File: src/common/i2c_seq_defs.svh
`ifndef I2C_SEQ_DEFS_SVH
`define I2C_SEQ_DEFS_SVH

// Host command addresses
`define I2C_CMDADDR_BUS1 6'h3c
`define I2C_CMDADDR_BUS2 6'h3d
`define I2C_CMDADDR_FILT 6'h00

`define I2C_OPCODE       7'h03  // Opcode field of a bus command

// Filter board port expander
`define I2C_EXP_ADDR     7'h20
`define I2C_EXP_REG      8'h0a  // Output latch register

`define I2C_PRESCALE     2      // Clocks per quarter SCL bit

`endif

File: src/common/i2c_seq_pkg.sv
package i2c_seq_pkg;

  typedef enum logic [3:0] {
    ST_IDLE       = 4'h0,
    ST_CMDADDR    = 4'h1,
    ST_WR_DATA0   = 4'h2,
    ST_WR_DATA1   = 4'h3,
    ST_FCMDADDR   = 4'h4,
    ST_WR_FDATA0  = 4'h5,
    ST_WR_FDATA1  = 4'h6,
    ST_WR_FDATA2  = 4'h7,
    ST_RD_CMDADDR = 4'h8,
    ST_RD_PTR     = 4'h9,
    ST_RD_CMD     = 4'ha,
    ST_RD_DATA0   = 4'hb,
    ST_RD_DATA1   = 4'hc,
    ST_RD_DATA2   = 4'hd,
    ST_RD_DATA3   = 4'he
  } seq_state_t;

  typedef struct packed {
    logic [6:0] opcode;
    logic       rd;
    logic       spare;
    logic [6:0] dev_addr;
    logic [7:0] data0;  // Register pointer
    logic [7:0] data1;
  } cmd_word_t;

  typedef struct packed {
    logic       ant;  // Lands on GP7 of the expander
    logic [6:0] sel;
  } filt_cfg_t;

  typedef logic [3:0][7:0] resp_word_t;  // Byte 0 is the first one received

endpackage

File: src/common/i2c_host_if.sv
interface i2c_host_if;

  // Command stream
  logic [6:0] cmd_addr;
  logic       cmd_read;
  logic       cmd_write;
  logic       cmd_stop;
  logic       cmd_valid;
  logic       cmd_ready;

  // Write bytes
  logic [7:0] wr_data;
  logic       wr_valid;
  logic       wr_ready;

  // Read bytes, always accepted
  logic [7:0] rd_data;
  logic       rd_valid;

  logic       busy;
  logic       missed_ack;

  modport seq (
    output cmd_addr, cmd_read, cmd_write, cmd_stop, cmd_valid, wr_data, wr_valid,
    input  cmd_ready, wr_ready, rd_data, rd_valid, busy, missed_ack
  );

  modport mst (
    input  cmd_addr, cmd_read, cmd_write, cmd_stop, cmd_valid, wr_data, wr_valid,
    output cmd_ready, wr_ready, rd_data, rd_valid, busy, missed_ack
  );

endinterface

File: src/design/i2c_bus_top.sv
module i2c_bus_top
  import i2c_seq_pkg::*;
(
  input  logic        clk,
  input  logic        rst,
  input  logic [5:0]  cmd_addr_i,
  input  logic [31:0] cmd_data_i,
  input  logic        cmd_rqst_i,
  output logic        cmd_ack_o,
  output resp_word_t  cmd_resp_data_o,
  output logic        read_done_o,
  output logic        en_i2c2_o,
  output logic        ready_o,
  output logic        missed_ack_o,
  input  logic        scl_i,
  output logic        scl_o,
  output logic        scl_t_o,
  input  logic        sda_i,
  output logic        sda_o,
  output logic        sda_t_o
);

  i2c_host_if host_if ();

  cmd_word_t cmd_word;
  filt_cfg_t filt_cfg;
  logic      filt_change;
  logic      filt_load;

  assign cmd_word     = cmd_data_i;
  assign filt_cfg.sel = cmd_data_i[23:17];
  assign filt_cfg.ant = cmd_data_i[13];  // Rx antenna option
  assign missed_ack_o = host_if.missed_ack;

  i2c_shadow_regs i2c_shadow_regs_inst (
    .clk           (clk),
    .rst           (rst),
    .filt_cfg_i    (filt_cfg),
    .filt_load_i   (filt_load),
    .filt_change_o (filt_change)
  );

  i2c_cmd_seq i2c_cmd_seq_inst (
    .clk           (clk),
    .rst           (rst),
    .cmd_addr_i    (cmd_addr_i),
    .cmd_data_i    (cmd_word),
    .cmd_rqst_i    (cmd_rqst_i),
    .filt_change_i (filt_change),
    .filt_cfg_i    (filt_cfg),
    .filt_load_o   (filt_load),
    .cmd_ack_o     (cmd_ack_o),
    .resp_o        (cmd_resp_data_o),
    .read_done_o   (read_done_o),
    .en_i2c2_o     (en_i2c2_o),
    .ready_o       (ready_o),
    .host          (host_if.seq)
  );

  i2c_master i2c_master_inst (
    .clk     (clk),
    .rst     (rst),
    .host    (host_if.mst),
    .scl_i   (scl_i),
    .scl_o   (scl_o),
    .scl_t_o (scl_t_o),
    .sda_i   (sda_i),
    .sda_o   (sda_o),
    .sda_t_o (sda_t_o)
  );

endmodule

File: src/design/i2c_shadow_regs.sv
module i2c_shadow_regs
  import i2c_seq_pkg::*;
(
  input  logic      clk,
  input  logic      rst,
  input  filt_cfg_t filt_cfg_i,
  input  logic      filt_load_i,
  output logic      filt_change_o
);

  filt_cfg_t filt_q;  // Last field sent to the expander
  logic      sel_diff;
  logic      ant_diff;

  always_ff @(posedge clk) begin
    if (rst) begin
      filt_q <= '0;
    end else if (filt_load_i) begin
      filt_q <= filt_cfg_i;
    end
  end

  // Either field moving needs a new expander write
  assign sel_diff = (filt_cfg_i.sel != filt_q.sel);
  assign ant_diff = (filt_cfg_i.ant != filt_q.ant);

  assign filt_change_o = sel_diff || ant_diff;

endmodule

File: src/i2c_cmd_seq/i2c_cmd_seq.sv
`include "i2c_seq_defs.svh"

module i2c_cmd_seq
  import i2c_seq_pkg::*;
(
  input  logic       clk,
  input  logic       rst,
  input  logic [5:0] cmd_addr_i,
  input  cmd_word_t  cmd_data_i,
  input  logic       cmd_rqst_i,
  input  logic       filt_change_i,
  input  filt_cfg_t  filt_cfg_i,
  output logic       filt_load_o,
  output logic       cmd_ack_o,
  output resp_word_t resp_o,
  output logic       read_done_o,
  output logic       en_i2c2_o,
  output logic       ready_o,
  i2c_host_if.seq    host
);

  seq_state_t state, state_d;
  logic [6:0] dev_q;
  logic [7:0] data0_q;
  logic [7:0] data1_q;
  resp_word_t resp_q;
  logic       cmd_ack_q;
  logic       en_i2c2_q;
  logic       bus_cmd, filt_cmd, seq_free;
  logic       start_bus, start_filt, rejected, rd_busy_d;

  assign bus_cmd  = (cmd_addr_i == `I2C_CMDADDR_BUS1 || cmd_addr_i == `I2C_CMDADDR_BUS2) &&
                    cmd_data_i.opcode == `I2C_OPCODE;
  assign filt_cmd = (cmd_addr_i == `I2C_CMDADDR_FILT) && filt_change_i;
  assign seq_free = (state == ST_IDLE) && !host.busy;

  assign start_bus  = cmd_rqst_i && bus_cmd && seq_free;
  assign start_filt = cmd_rqst_i && filt_cmd && seq_free;
  assign rejected   = cmd_rqst_i && (bus_cmd || filt_cmd) && !seq_free;  // No queue
  assign rd_busy_d  = state_d inside {ST_RD_CMDADDR, ST_RD_PTR, ST_RD_CMD, ST_RD_DATA0,
                                      ST_RD_DATA1, ST_RD_DATA2, ST_RD_DATA3};

  assign ready_o     = seq_free;
  assign filt_load_o = start_filt;
  assign cmd_ack_o   = cmd_ack_q;
  assign en_i2c2_o   = en_i2c2_q;
  assign resp_o      = resp_q;

  always_comb begin
    state_d        = state;
    host.cmd_addr  = dev_q;
    host.cmd_valid = 1'b0;
    host.cmd_write = 1'b0;
    host.cmd_read  = 1'b0;
    host.cmd_stop  = 1'b0;
    host.wr_data   = data0_q;
    host.wr_valid  = 1'b0;
    read_done_o    = 1'b0;
    case (state)
      ST_IDLE: begin
        if (start_bus) state_d = cmd_data_i.rd ? ST_RD_CMDADDR : ST_CMDADDR;
        else if (start_filt) state_d = ST_FCMDADDR;
      end
      ST_CMDADDR, ST_FCMDADDR: begin
        host.cmd_valid = 1'b1;
        host.cmd_write = 1'b1;
        if (host.cmd_ready) state_d = (state == ST_CMDADDR) ? ST_WR_DATA0 : ST_WR_FDATA0;
      end
      ST_WR_DATA0, ST_WR_FDATA0: begin
        host.cmd_write = 1'b1;
        host.wr_valid  = 1'b1;
        if (host.wr_ready) state_d = (state == ST_WR_DATA0) ? ST_WR_DATA1 : ST_WR_FDATA1;
      end
      ST_WR_DATA1: begin
        host.cmd_write = 1'b1;
        host.cmd_stop  = 1'b1;
        host.wr_valid  = 1'b1;
        host.wr_data   = data1_q;
        if (host.wr_ready) state_d = ST_IDLE;
      end
      ST_WR_FDATA1: begin
        host.cmd_write = 1'b1;
        host.wr_valid  = 1'b1;
        host.wr_data   = data1_q;
        if (host.wr_ready) state_d = ST_WR_FDATA2;
      end
      ST_WR_FDATA2: begin
        host.cmd_write = 1'b1;
        host.cmd_stop  = 1'b1;
        host.wr_valid  = 1'b1;
        host.wr_data   = 8'h00;
        if (host.wr_ready) state_d = ST_IDLE;
      end
      ST_RD_CMDADDR: begin
        host.cmd_valid = 1'b1;
        host.cmd_write = 1'b1;
        host.cmd_stop  = 1'b1;
        if (host.cmd_ready) state_d = ST_RD_PTR;
      end
      ST_RD_PTR: begin
        host.cmd_write = 1'b1;
        host.cmd_stop  = 1'b1;
        host.wr_valid  = 1'b1;  // Register pointer
        if (host.wr_ready) state_d = ST_RD_CMD;
      end
      ST_RD_CMD: begin
        host.cmd_valid = 1'b1;
        host.cmd_read  = 1'b1;
        if (host.cmd_ready) state_d = ST_RD_DATA0;
      end
      ST_RD_DATA0, ST_RD_DATA1, ST_RD_DATA2: begin
        host.cmd_read = 1'b1;
        if (host.rd_valid) state_d = seq_state_t'(state + 4'h1);
      end
      ST_RD_DATA3: begin
        host.cmd_read = 1'b1;
        host.cmd_stop = 1'b1;  // Master NACKs this byte
        if (host.rd_valid) begin
          read_done_o = 1'b1;
          state_d     = ST_IDLE;
        end
      end
      default: state_d = ST_IDLE;
    endcase
  end

  always_ff @(posedge clk) begin
    if (rst) begin
      state     <= ST_IDLE;
      cmd_ack_q <= 1'b0;
      en_i2c2_q <= 1'b0;
      resp_q    <= '0;
    end else begin
      state     <= state_d;
      cmd_ack_q <= !rejected && !rd_busy_d;
      if (start_bus) en_i2c2_q <= (cmd_addr_i == `I2C_CMDADDR_BUS2);
      else if (start_filt) en_i2c2_q <= 1'b1;
      if (host.rd_valid) begin
        case (state)
          ST_RD_DATA0: resp_q[0] <= host.rd_data;
          ST_RD_DATA1: resp_q[1] <= host.rd_data;
          ST_RD_DATA2: resp_q[2] <= host.rd_data;
          ST_RD_DATA3: resp_q[3] <= host.rd_data;
          default: ;
        endcase
      end
    end
  end

  // Transaction payload
  always_ff @(posedge clk) begin
    if (start_bus) begin
      dev_q   <= cmd_data_i.dev_addr;
      data0_q <= cmd_data_i.data0;
      data1_q <= cmd_data_i.data1;
    end else if (start_filt) begin
      dev_q   <= `I2C_EXP_ADDR;
      data0_q <= `I2C_EXP_REG;
      data1_q <= filt_cfg_i;  // Antenna in bit 7
    end
  end

endmodule

File: src/i2c_master/i2c_master.sv
`include "i2c_seq_defs.svh"

module i2c_master (
  input  logic    clk,
  input  logic    rst,
  i2c_host_if.mst host,
  input  logic    scl_i,
  output logic    scl_o,
  output logic    scl_t_o,
  input  logic    sda_i,
  output logic    sda_o,
  output logic    sda_t_o
);

  localparam int PRESC = `I2C_PRESCALE;
  localparam int PW = $clog2(PRESC + 1);
  localparam logic [PW-1:0] PRESC_LOAD = PW'(PRESC - 1);

  typedef enum logic [2:0] {
    M_IDLE, M_START, M_ADDR, M_WAIT, M_WRITE, M_READ, M_STOP, M_DROP
  } mst_state_t;

  mst_state_t    state;
  logic [PW-1:0] presc_cnt;
  logic [1:0]    qtr;      // Quarter of the current bit slot
  logic [3:0]    bit_idx;  // 8 is the ACK slot
  logic [7:0]    shreg;
  logic          rd_q;
  logic          stop_q;
  logic          drop_q;
  logic          ack_q;    // High means NACK
  logic          scl_rel;
  logic          sda_rel;
  logic          slot_active;
  logic          tx_state;
  logic          scl_hold;
  logic          tick;
  logic          end_of_slot;
  logic          cmd_take;
  logic          wr_take;

  assign slot_active = state inside {M_START, M_ADDR, M_WRITE, M_READ, M_STOP};
  assign tx_state    = state inside {M_ADDR, M_WRITE};
  assign scl_hold    = (qtr == 2'd1) && scl_rel && !scl_i;  // Target stretching
  assign tick        = slot_active && (presc_cnt == '0) && !scl_hold;
  assign end_of_slot = tick && (qtr == 2'd3);

  assign host.cmd_ready  = (state == M_IDLE);
  assign host.wr_ready   = (state == M_WAIT) || (state == M_DROP && !rd_q);
  assign host.rd_data    = shreg;
  assign host.rd_valid   = (state == M_READ && end_of_slot && bit_idx == 4'd7) ||
                           (state == M_DROP && rd_q);
  assign host.busy       = slot_active || (state == M_WAIT);
  assign host.missed_ack = tx_state && end_of_slot && bit_idx == 4'd8 && ack_q;

  assign cmd_take = host.cmd_valid && host.cmd_ready;
  assign wr_take  = host.wr_valid && host.wr_ready;

  // Line levels per quarter
  always_comb begin
    scl_rel = 1'b1;
    sda_rel = 1'b1;
    case (state)
      M_START: begin
        scl_rel = (qtr != 2'd3);
        sda_rel = (qtr < 2'd2);  // SDA falls while SCL is high
      end
      M_ADDR, M_WRITE: begin
        scl_rel = (qtr == 2'd1) || (qtr == 2'd2);
        sda_rel = (bit_idx == 4'd8) ? 1'b1 : shreg[7];
      end
      M_READ: begin
        scl_rel = (qtr == 2'd1) || (qtr == 2'd2);
        sda_rel = (bit_idx == 4'd8) ? stop_q : 1'b1;  // NACK the last byte
      end
      M_STOP: begin
        scl_rel = (qtr != 2'd0);
        sda_rel = (qtr == 2'd3);
      end
      M_WAIT:  scl_rel = 1'b0;  // Hold the bus between bytes
      default: ;
    endcase
  end

  assign scl_o   = 1'b0;
  assign sda_o   = 1'b0;
  assign scl_t_o = scl_rel;
  assign sda_t_o = sda_rel;

  always_ff @(posedge clk) begin
    if (rst) begin
      state     <= M_IDLE;
      presc_cnt <= PRESC_LOAD;
      qtr       <= '0;
      bit_idx   <= '0;
      rd_q      <= 1'b0;
      stop_q    <= 1'b0;
      drop_q    <= 1'b0;
      ack_q     <= 1'b0;
    end else begin
      if (tick) begin
        presc_cnt <= PRESC_LOAD;
        qtr       <= qtr + 2'd1;
      end else if (slot_active && presc_cnt != '0) begin
        presc_cnt <= presc_cnt - 1'b1;
      end
      if (tick && qtr == 2'd1) ack_q <= sda_i;

      case (state)
        M_IDLE: begin
          if (cmd_take && (host.cmd_read || host.cmd_write)) begin
            rd_q  <= host.cmd_read;
            state <= M_START;
          end
        end
        M_START: begin
          if (end_of_slot) begin
            bit_idx <= '0;
            state   <= M_ADDR;
          end
        end
        M_ADDR, M_WRITE: begin
          if (end_of_slot) begin
            if (bit_idx != 4'd8) begin
              bit_idx <= bit_idx + 4'd1;
            end else if (ack_q) begin
              drop_q <= !(state == M_WRITE && stop_q);
              state  <= M_STOP;
            end else if (state == M_WRITE && stop_q) begin
              state <= M_STOP;
            end else if (state == M_ADDR && rd_q) begin
              bit_idx <= '0;
              state   <= M_READ;
            end else begin
              state <= M_WAIT;
            end
          end
        end
        M_WAIT: begin
          if (wr_take) begin
            stop_q  <= host.cmd_stop;
            bit_idx <= '0;
            state   <= M_WRITE;
          end
        end
        M_READ: begin
          if (end_of_slot) begin
            if (bit_idx == 4'd7) stop_q <= host.cmd_stop;
            if (bit_idx != 4'd8) begin
              bit_idx <= bit_idx + 4'd1;
            end else if (stop_q) begin
              state <= M_STOP;
            end else begin
              bit_idx <= '0;
            end
          end
        end
        M_STOP: begin
          if (end_of_slot) begin
            drop_q <= 1'b0;
            state  <= drop_q ? M_DROP : M_IDLE;
          end
        end
        M_DROP: begin
          // Swallow what is left of the command up to its stop
          if (host.cmd_stop && (rd_q || wr_take)) state <= M_IDLE;
        end
        default: state <= M_IDLE;
      endcase
    end
  end

  // Shift register
  always_ff @(posedge clk) begin
    if (cmd_take) begin
      shreg <= {host.cmd_addr, host.cmd_read};
    end else if (wr_take) begin
      shreg <= host.wr_data;
    end else if (tx_state && end_of_slot && bit_idx != 4'd8) begin
      shreg <= {shreg[6:0], 1'b1};
    end else if (state == M_READ && tick && qtr == 2'd1 && bit_idx != 4'd8) begin
      shreg <= {shreg[6:0], sda_i};  // MSB first
    end else if (host.missed_ack) begin
      shreg <= 8'hff;  // Filler for dropped read bytes
    end
  end

endmodule

File: config.mk
export PLATFORM = sky130hd
export DESIGN_NAME = i2c_bus_top
export DESIGN_NICKNAME = d
export VERILOG_FILES = /design/src/common/i2c_seq_pkg.sv /design/src/common/i2c_host_if.sv /design/src/design/i2c_bus_top.sv /design/src/design/i2c_shadow_regs.sv /design/src/i2c_cmd_seq/i2c_cmd_seq.sv /design/src/i2c_master/i2c_master.sv
export VERILOG_INCLUDE_DIRS = /design/src /design/src/common
export SDC_FILE = /design/constraint.sdc
export NUM_CORES = 1
export LEC_CHECK = 0
export BUFFER_PORTS_ARGS = -buffer_cell sky130_fd_sc_hd__buf_2
export CAP_MARGIN = 30
export CORE_ASPECT_RATIO = 0.7
export CORE_MARGIN = 2
export CORE_UTILIZATION = 45
export DETAILED_ROUTE_END_ITERATION = 7
export PLACE_DENSITY = 0.65
export SETUP_SLACK_MARGIN = 0.5
export SLEW_MARGIN = 20
export SYNTH_ARGS = -nofsm -noshare
export SYNTH_HDL_FRONTEND = slang
export SYNTH_SLANG_ARGS = --single-unit
File: constraint.sdc
create_clock -name clk -period 4.1 [get_ports clk]
set_input_delay 0.615 -clock clk [delete_from_list [all_inputs] [get_ports clk]]
set_output_delay 0.615 -clock clk [all_outputs]
set_load 0.01 [all_outputs]
# Word level (Yosys, flattened, before mapping)
# Cells that the tools add are included.
# op_classes
add_sub_neg,4
n_lt_le_gt_ge,1
eq_ne,56
mux,75
reduce_logical,87
# op_table
op,n
$mux 4,22
$mux 8,9
$eq 4x4->1 const B,15
$mux 3,16
$pmux 4 s10,1
$logic_and 1x1->1,34
$pmux 3 s7,1
$eq 4x3->1 const B,5
$mux 1,18
$ne 2x1->1 const B,8
$pmux 4 s4,1
$pmux 8 s2,1
$mux 7,2
$eq 3x3->1 const B,4
$eq 6x6->1 const B,2
$reduce_bool 2->1,6
$reduce_or 2->1,6
$ne 2x2->1 const B,5
$reduce_and 10->1,1
$reduce_and 2->1,5
$reduce_bool 5->1,2
$reduce_or 5->1,2
$logic_or 1x1->1,9
$ne 3x3->1 const B,3
31 further kinds,45
# totals
ff_bits,92
word_cells,244

# Depth between registers and ports, before layout
# Gate-level depths: netlist of run 1.
# logic_depth
depth_word,17
mapped_depth,12
mapped_depth_nobuf,12

# Cells and area by module
# Synthesis of run 1 repeated with hierarchy kept, for this count alone.
# unflattened
cells_unflattened,590
area_unflattened_um2,5132.4
# modules_own_cells
module,instances,cells_each,area_per_inst_um2
i2c_cmd_seq,1,331,2986.6
i2c_master,1,222,1778.0
i2c_shadow_regs,1,37,367.9

# Worst setup path after synthesis of run 1
# No wires, ideal clock.
# synth_timing
path_type,register to register
from,register i2c_cmd_seq_inst.state[0]
to,register i2c_cmd_seq_inst.data0_q[0] (enable)
setup_time_ps,435
arrival_time_ps,2834
required_ps,3665
slack_ps,831
path_stages_with_launch,6
period_less_slack_ps,3269
path_cell_list,dfxtp_1 -> inv_1 -> ha_1 -> nor3b_4 -> o21ai_4 -> o21ai_0
# synth_via
elab_chain_len,4
# synth_rtl
element,line_no,rtl
from (decl),i2c_cmd_seq.sv:22,"seq_state_t state, state_d;"
from (signal assigned),i2c_cmd_seq.sv:134,state <= state_d;
$logic_not 4->1 *,i2c_cmd_seq.sv:35,assign seq_free = (state == ST_IDLE) && !host.busy;
$logic_and 1x1->1 *,i2c_cmd_seq.sv:35,
"$logic_and 1x1->1, on equally long branches","i2c_cmd_seq.sv:38, i2c_cmd_seq.sv:37",
$reduce_bool 2->1 (no source line) *,--,
to (signal assigned),i2c_cmd_seq.sv:154,data0_q <= cmd_data_i.data0;
to (signal assigned),i2c_cmd_seq.sv:158,data0_q <= `I2C_EXP_REG;
to (decl),i2c_cmd_seq.sv:24,logic [7:0] data0_q;
# Every way passes the cells marked *; elsewhere a longest branch is shown, timed or not.
# A chain may end at the register's enable or synchronous reset.

# Worst setup path after layout of run 1
# layout_timing
from,register i2c_master_inst.state[1]
to,output read_done_o
# layout_via
elab_chain_len,13
# layout_rtl
element,line_no,rtl
from (decl),i2c_master.sv:23,mst_state_t state;
from (signal assigned),i2c_master.sv:161,state <= drop_q ? M_DROP : M_IDLE;
"$eq 3x3->1, or another cell as far along","i2c_master.sv:42, i2c_master.sv:51, i2c_master.sv:63",
$reduce_or 3->1 (no source line),--,
$pmux 1 s4,i2c_master.sv:63,case (state)
$logic_and 1x1->1 (2 in series),i2c_master.sv:44,assign scl_hold = (qtr == 2'd1) && scl_rel && !scl_i;
$logic_not 1->1,i2c_master.sv:45,assign tick = slot_active && (presc_cnt == '0) && !scl_hold;
$logic_and 1x1->1,i2c_master.sv:45,
$logic_and 1x1->1,i2c_master.sv:46,assign end_of_slot = tick && (qtr == 2'd3);
$logic_and 1x1->1 (2 in series),i2c_master.sv:51,assign host.rd_valid = (state == M_READ && end_of_slot && bit_idx == 4'd7) ||
$logic_or 1x1->1 *,i2c_master.sv:51,
$mux 1 *,i2c_cmd_seq.sv:118,if (host.rd_valid) begin
$mux 1 *,i2c_cmd_seq.sv:59,case (state)
to (decl),i2c_bus_top.sv:11,"output logic read_done_o,"
# Marks and branches as above.

==> results.py, run 1 <==
metrics = {
    "logic_synthesis": {
        "ys_types": 78,
        "synth_top_area_share_pct": 24.4,
        "synth_area_leader_cell": "dfxtp_1",
        "netlist_instances": 526,
        "yosysSeqAreaShare_pct": 43.1,
        "post_synthesis_instance_area_um2": 5000,
        "asyncSetResetFlopFracSynth_pct": 0,
        "synth_flop_cell": "dfxtp_1",
        "synth_area_leaders": "dfxtp_1, edfxtp_1, mux2i_1",
        "yosys_register_bits": 92,
        "synth_edf_count": 31,
        "ys_warn_count": 0,
        "syn_avg_cell_area_um2": 9.50,
    },
    "status": {
        "outcome": "finished clean",
    },
    "sta": {
        "timing_worst_slew_pin_value_ns": 0.892,
        "timing.final.max_slew_violations": 0,
        "fmax_ghz": 0.311,
        "setup_viol_count_final": 0,
        "worst_clock_skew_ns": 0.0114,
        "max_slew_margin_pct": 40.4,
        "unrepaired_setup_endpoints_after_global_routing": "false",
        "tns_ns": 0,
        "post-route-period-util_pct": 78.4,
        "timing.final.hold_violations": 0,
        "fin_ws_ns": 0.885,
        "layout_min_cycle_time_ns": 3.21,
    },
    "floorplan": {
        "num_rows": 32,
        "num_ports": 84,
        "coreArea_um2": 10900,
        "die_width_um": 130,
        "fp.dieH_um": 92.2,
        "initial_utilization_pct": 45.7,
        "floorplan.die_area_um2": 12000,
    },
    "detailed_routing": {
        "route.detailed.drc": 0,
        "route.vias.total": 4275,
        "via_per_inst": 5.67,
        "wirelength_mm": 12.7,
        "postRouteAntennaNets": 0,
        "dr.first_iter.drc_count": 442,
        "drt_pre_antenna_iters": 5,
        "wl_per_cell_um": 16.9,
    },
    "clock_network": {
        "clock_tree_from_tritoncts": "built",
        "clkTransAtPathRegs_ns": 0.07,
        "post_cts_hold_fix_bufs": 0,
        "cts_inserted_buffers": 9,
        "post_cts_buffers": 0,
        "numClockSinks": 92,
        "cts_htree_levels": 3,
        "cts_buffer_depth": 2,
        "worst_skew_pair.late_latency_ns": 0.34,
        "postCtsResizedCells": 0,
        "ctsRootBufferMaster": "clkbuf_16",
    },
    "hold_path": {
        "worstHoldPathType": "register to register",
    },
    "grt": {
        "grt_max_degree": 36,
        "grt_overflow_total": 0,
        "first_global_vias": 3956,
        "number_of_antenna_violations_at_the_first_check_in_global_routing": 0,
        "grt_pass1_wl_mm": 20.7,
        "groute.usage.overall_pct": 22.0,
    },
    "finish": {
        "antennaDiodeCount": 0,
        "post-route-util_pct": 53.0,
        "area_growth_pct": 15.9,
        "num-nets-final": 650,
        "drive_gt1_share_pct": 22.8,
        "finish.instance_area_um2": 5790,
        "fillCellCount": 972,
    },
    "placement": {
        "gpl.final_weighted_congestion": 0.889,
        "dp_hpwl_mm": 9.23,
        "detailedPlace.worstSlack_ns": 1.18,
        "detailed_place.area_um2": 5520,
        "io_buffers": 81,
    },
    "worst_setup_path": {
        "critPathKind": "register to output pin",
        "cp_data_required_time_ns": 3.48,
        "critPathArrivalTime_ns": 2.60,
        "critPathCaptureType": "output pin",
        "worst-path-max-fanout": 18,
        "worst_setup_path_start_kind": "register",
    },
    "power_and_ir_drop": {
        "power.density_nw_per_um2": 471,
        "p_leak_nw": 2.40,
        "worst_supply_voltage_drop_on_vdd_uv": 264,
    },
    "job": {
        "max_cap_viol_count": 0,
    },
}
per-stage QoR:
stage          hold slack [ns]  std cells  power, mW
3_5_place_dp             0.459        738       1.95
2_1_floorplan            0.444        527       1.73
5_1_grt                  0.496        754       2.88
3_3_place_gp             0.451        737       1.94
4_1_cts                  0.469        754       2.73
6_report                 0.467        754       2.73
power by group:
part	switching [mW]	leakage [nW]	internal [mW]
clock	0.352	0.135	0.417
sequential	0.105	0.793	1.01
combinational	0.519	1.47	0.319
total	0.976	2.40	1.75
per-layer routing:
| metal | GRT usage (%) | up-vias | part of all wire [%] |
|---|---|---|---|
| met5 | 0 | - | 0 |
| met1 | 33.8 | 1991 | 49 |
| li1 | - | 2070 | - |
| met3 | 6.01 | 10 | 8.9 |
| met2 | 30.4 | 204 | 41 |
| met4 | 4.84 | 0 | 0.86 |
critical path, stage by stage (launching register included):
cell	delay [ns]
dfxtp_1	0.75
buf_4	0.30
and3b_1	0.20
and4_1	0.20
a21boi_2	0.21
o211ai_1	0.19
buf_4	0.23
inv_1	0.05
buf_2	0.13
path summary, 6_finish.rpt:
kind                                  start                              to  slack [ns]  cells past startpoint
max                i2c_master_inst.state[1]                     read_done_o        0.89                      8
min          i2c_shadow_regs_inst.filt_q[5]  i2c_shadow_regs_inst.filt_q[5]        0.47                      2
max reg2reg        i2c_master_inst.state[1]      i2c_cmd_seq_inst.cmd_ack_o        1.04                      9
min reg2reg  i2c_shadow_regs_inst.filt_q[5]  i2c_shadow_regs_inst.filt_q[5]        0.47                      2
sequential cells by signal, indices dropped and copies added, names as in the netlist, 2 cells and up:
| name | cells |
|---|---|
| i2c_master_inst.host.rd_data | 8 |
| i2c_cmd_seq_inst.state | 4 |
| i2c_cmd_seq_inst.host.cmd_addr | 7 |
| i2c_master_inst.bit_idx | 4 |
| i2c_cmd_seq_inst.data0_q | 8 |
| i2c_cmd_seq_inst.resp_o | 32 |
| i2c_master_inst.presc_cnt | 2 |
| i2c_cmd_seq_inst.data1_q | 8 |
| i2c_master_inst.qtr | 2 |
| i2c_master_inst.state | 3 |
| i2c_shadow_regs_inst.filt_q | 8 |
area by class of cell:
type / count / area [um^2] / area share (%)
repair buffers: 88 / 465 / 8.03
well taps: 153 / 191 / 3.30
clock inverters: 6 / 43.8 / 0.756
multi-input cells: 383 / 2630 / 45.4
clock buffers: 10 / 229 / 3.95
inverters: 22 / 82.6 / 1.43
flip-flops and latches: 92 / 2150 / 37.1
cell families after synthesis:
logic type,after synthesis,share of synthesized area (%)
AO/OA/AOI/OAI,130,20.0
XOR/XNOR,9,1.58
adder cells (fa/ha/maj),11,2.75
buffers and inverters,52,4.51
flip-flops,92,43.1
multiplexers,43,8.81
other,1,0.0750
AND/OR/NAND/NOR,188,19.2
cell usage after synthesis, types with 3 or more instances:
| library cell | count |
|---|---|
| a211o_1 | 4 |
| a211oi_1 | 4 |
| a21oi_1 | 33 |
| a221o_1 | 8 |
| a311oi_1 | 4 |
| a31oi_1 | 3 |
| and2_1 | 14 |
| and3b_1 | 3 |
| buf_1 | 3 |
| buf_2 | 9 |
| buf_4 | 3 |
| clkbuf_1 | 14 |
| dfxtp_1 | 61 |
| edfxtp_1 | 31 |
| ha_1 | 11 |
| inv_1 | 20 |
| mux2_2 | 8 |
| mux2i_1 | 35 |
| nand2_1 | 38 |
| nand2b_1 | 4 |
| nand3_1 | 11 |
| nand3b_1 | 6 |
| nand4_1 | 3 |
| nor2_1 | 63 |
| nor2b_1 | 7 |
| nor3_1 | 8 |
| nor4_1 | 5 |
| o211ai_1 | 3 |
| o21ai_0 | 19 |
| o221a_2 | 8 |
| o31a_1 | 3 |
| o31ai_1 | 4 |
| o32ai_1 | 3 |
| or3_1 | 8 |
| or4_1 | 4 |
| xor2_1 | 8 |
cell usage in the layout, fill, tap and decap left out, types with 5 or more instances in the layout:
master,Yosys,layout
or3_1,8,8
dfxtp_1,61,61
a21oi_1,33,33
nor2_1,63,63
nand3b_1,6,6
buf_2,9,81
buf_4,3,6
nand3_1,11,11
mux2_2,8,8
o221a_2,8,8
o21ai_0,19,18
clkbuf_16,0,9
nand2_1,38,38
nor2b_1,7,7
nor4_1,5,5
nor3_1,8,8
ha_1,11,11
mux2i_1,35,35
edfxtp_1,31,31
inv_1,20,20
a221o_1,8,8
and2_1,14,14
xor2_1,8,8
(Power assumes the default switching activity.)
==> run 2: changes to the inputs <==
==> constraint.sdc (replaced) <==
create_clock -name clk -period 3 [get_ports clk]
set_input_delay 0.45 -clock clk [delete_from_list [all_inputs] [get_ports clk]]
set_output_delay 0.45 -clock clk [all_outputs]
set_load 0.01 [all_outputs]
==> run 2 against run 1 <==
  * First-iteration DRC count decreased by 7.9%
  * Worst setup slack got worse by 0.51 ns
  * Worst hold slack got worse by 0.090 ns
  * Wire length increased by 7.6%
  * Clock skew decreased by 0.0056 ns
  * Final cell count increased by 3.4%
  * Power increased by 48%
  * Clock power increased by 50%
  * Via count increased by 2.3%
  * Flip-flop and latch count unchanged
  * Die area unchanged
==> results.py, run 2 (same netlist as run 1, synthesis figures left out) <==
metrics = {
    "status": {
        "outcome": "finished clean",
    },
    "grt": {
        "grt_max_degree": 41,
        "grt_pass1_wl_mm": 21.5,
        "number_of_antenna_violations_at_the_first_check_in_global_routing": 0,
        "grt_overflow_total": 0,
        "first_global_vias": 3977,
        "groute.usage.overall_pct": 23.3,
    },
    "detailed_routing": {
        "via_per_inst": 5.61,
        "drt_pre_antenna_iters": 5,
        "route.detailed.drc": 0,
        "postRouteAntennaNets": 0,
        "dr.first_iter.drc_count": 407,
        "wirelength_mm": 13.7,
        "wl_per_cell_um": 17.6,
        "route.vias.total": 4375,
    },
    "hold_path": {
        "worstHoldPathCells": 3,
        "worstHoldPathType": "input pin to register",
        "hold_path.startpoint": "cmd_data_i[23]",
    },
    "sta": {
        "fmax_ghz": 0.380,
        "layout_min_cycle_time_ns": 2.63,
        "timing.final.max_slew_violations": 0,
        "fin_ws_ns": 0.370,
        "tns_ns": 0,
        "worst_clock_skew_ns": 0.00579,
        "post-route-period-util_pct": 87.7,
        "unrepaired_setup_endpoints_after_global_routing": "true",
        "timing_worst_slew_pin_value_ns": 0.676,
        "setup_viol_count_final": 0,
        "max_slew_margin_pct": 54.9,
        "timing.final.hold_violations": 0,
    },
    "power_and_ir_drop": {
        "p_leak_nw": 2.58,
        "power_mw": 4.03,
        "power.density_nw_per_um2": 650,
        "worst_supply_voltage_drop_on_vdd_uv": 344,
    },
    "floorplan": {
        "floorplan.die_area_um2": 12000,
        "coreArea_um2": 10900,
        "initial_utilization_pct": 45.7,
        "num_rows": 32,
        "die_width_um": 130,
        "fp.dieH_um": 92.2,
        "num_ports": 84,
    },
    "clock_network": {
        "ctsRootBufferMaster": "clkbuf_16",
        "cts_buffer_depth": 2,
        "clkTransAtPathRegs_ns": 0.07,
        "clock_tree_from_tritoncts": "built",
        "worst_skew_pair.late_latency_ns": 0.34,
        "cts_htree_levels": 3,
        "numClockSinks": 92,
        "post_cts_hold_fix_bufs": 0,
        "cts_inserted_buffers": 9,
    },
    "worst_setup_path": {
        "worstRegToRegCells": 11,
        "timing.critical_path.from": "i2c_master_inst.qtr[0]",
        "critPathKind": "register to output pin",
        "worst_setup_path_start_kind": "register",
        "cp_data_required_time_ns": 2.55,
        "worst-path-max-fanout": 8,
        "critPathArrivalTime_ns": 2.18,
        "crit-reg2reg-launch": "i2c_master_inst.qtr[0]",
        "critPathCaptureType": "output pin",
    },
    "finish": {
        "final_cells": 780,
        "sequential_cell_area_um2": 2170,
        "fillCellCount": 974,
        "antennaDiodeCount": 0,
        "drive_gt1_share_pct": 30.9,
        "mostFrequentLayoutCells": "buf_2, nor2_1, dfxtp_1",
        "post-route-util_pct": 56.7,
        "num-nets-final": 676,
        "largest_register_ffs": 32,
        "area_growth_pct": 24.1,
        "final_common_cell": "buf_2",
        "multi_input_area_um2": 2780,
    },
    "placement": {
        "dp_cells": 751,
        "detailedPlace.worstSlack_ns": 0.284,
        "dp_hpwl_mm": 9.89,
        "gpl.final_weighted_congestion": 0.959,
        "io_buffers": 81,
    },
    "job": {
        "max_cap_viol_count": 0,
    },
}
run 2: path summary, 6_finish.rpt:
kind              slack (ns)                              to
setup / recovery        0.37                    missed_ack_o
hold / removal          0.38  i2c_shadow_regs_inst.filt_q[6]
setup reg to reg        0.38       i2c_cmd_seq_inst.state[0]
hold reg to reg         0.47  i2c_shadow_regs_inst.filt_q[6]
run 2: power by group:
group / leakage (nW) / switching (mW) / internal (mW)
Sequential: 0.797 / 0.120 / 1.39
Combinational: 1.63 / 0.828 / 0.545
Clock: 0.149 / 0.519 / 0.628
run 2: worst max-delay path, stage by stage (launching register included):
cell	delay (ns)
dfxtp_4	0.36
ha_2	0.24
o21a_1	0.18
o32a_1	0.35
buf_4	0.17
o211ai_4	0.30
nor4_2	0.08
buf_2	0.15
run 2: layout make-up:
type | instances | share of cell area (%)
Clock buffer | 10 | 4.04
Clock inverter | 6 | 0.827
Inverter | 22 | 1.41
Multi-Input combinational cell | 383 | 44.8
Sequential cell | 92 | 34.9
Tap cell | 153 | 3.09
Timing Repair Buffer | 114 | 10.9
run 2: layer usage:
| metal | GRT usage (%) | part of all wire (%) |
|---|---|---|
| met4 | 6.72 | 1.1 |
| met5 | 0 | 0 |
| met3 | 6.53 | 8.9 |
| met2 | 31.5 | 41 |
| met1 | 35.6 | 49 |
run 2: stage by stage:
step           instance area [um^2]  hold WS, ns
3_3_place_gp                   5630        0.450
2_1_floorplan                  5040        0.444
6_report                       6200        0.377
4_1_cts                        6010        0.366
5_1_grt                        6200        0.377
3_5_place_dp                   5650        0.457
run 2: timing repair:
action | 4_1_cts | 5_1_grt
pin swaps | 3 | 9
setup buffers | 4 | 8
setup endpoints to repair | 50 | 63
cloned | 1 | 0
resized for setup | 8 | 30
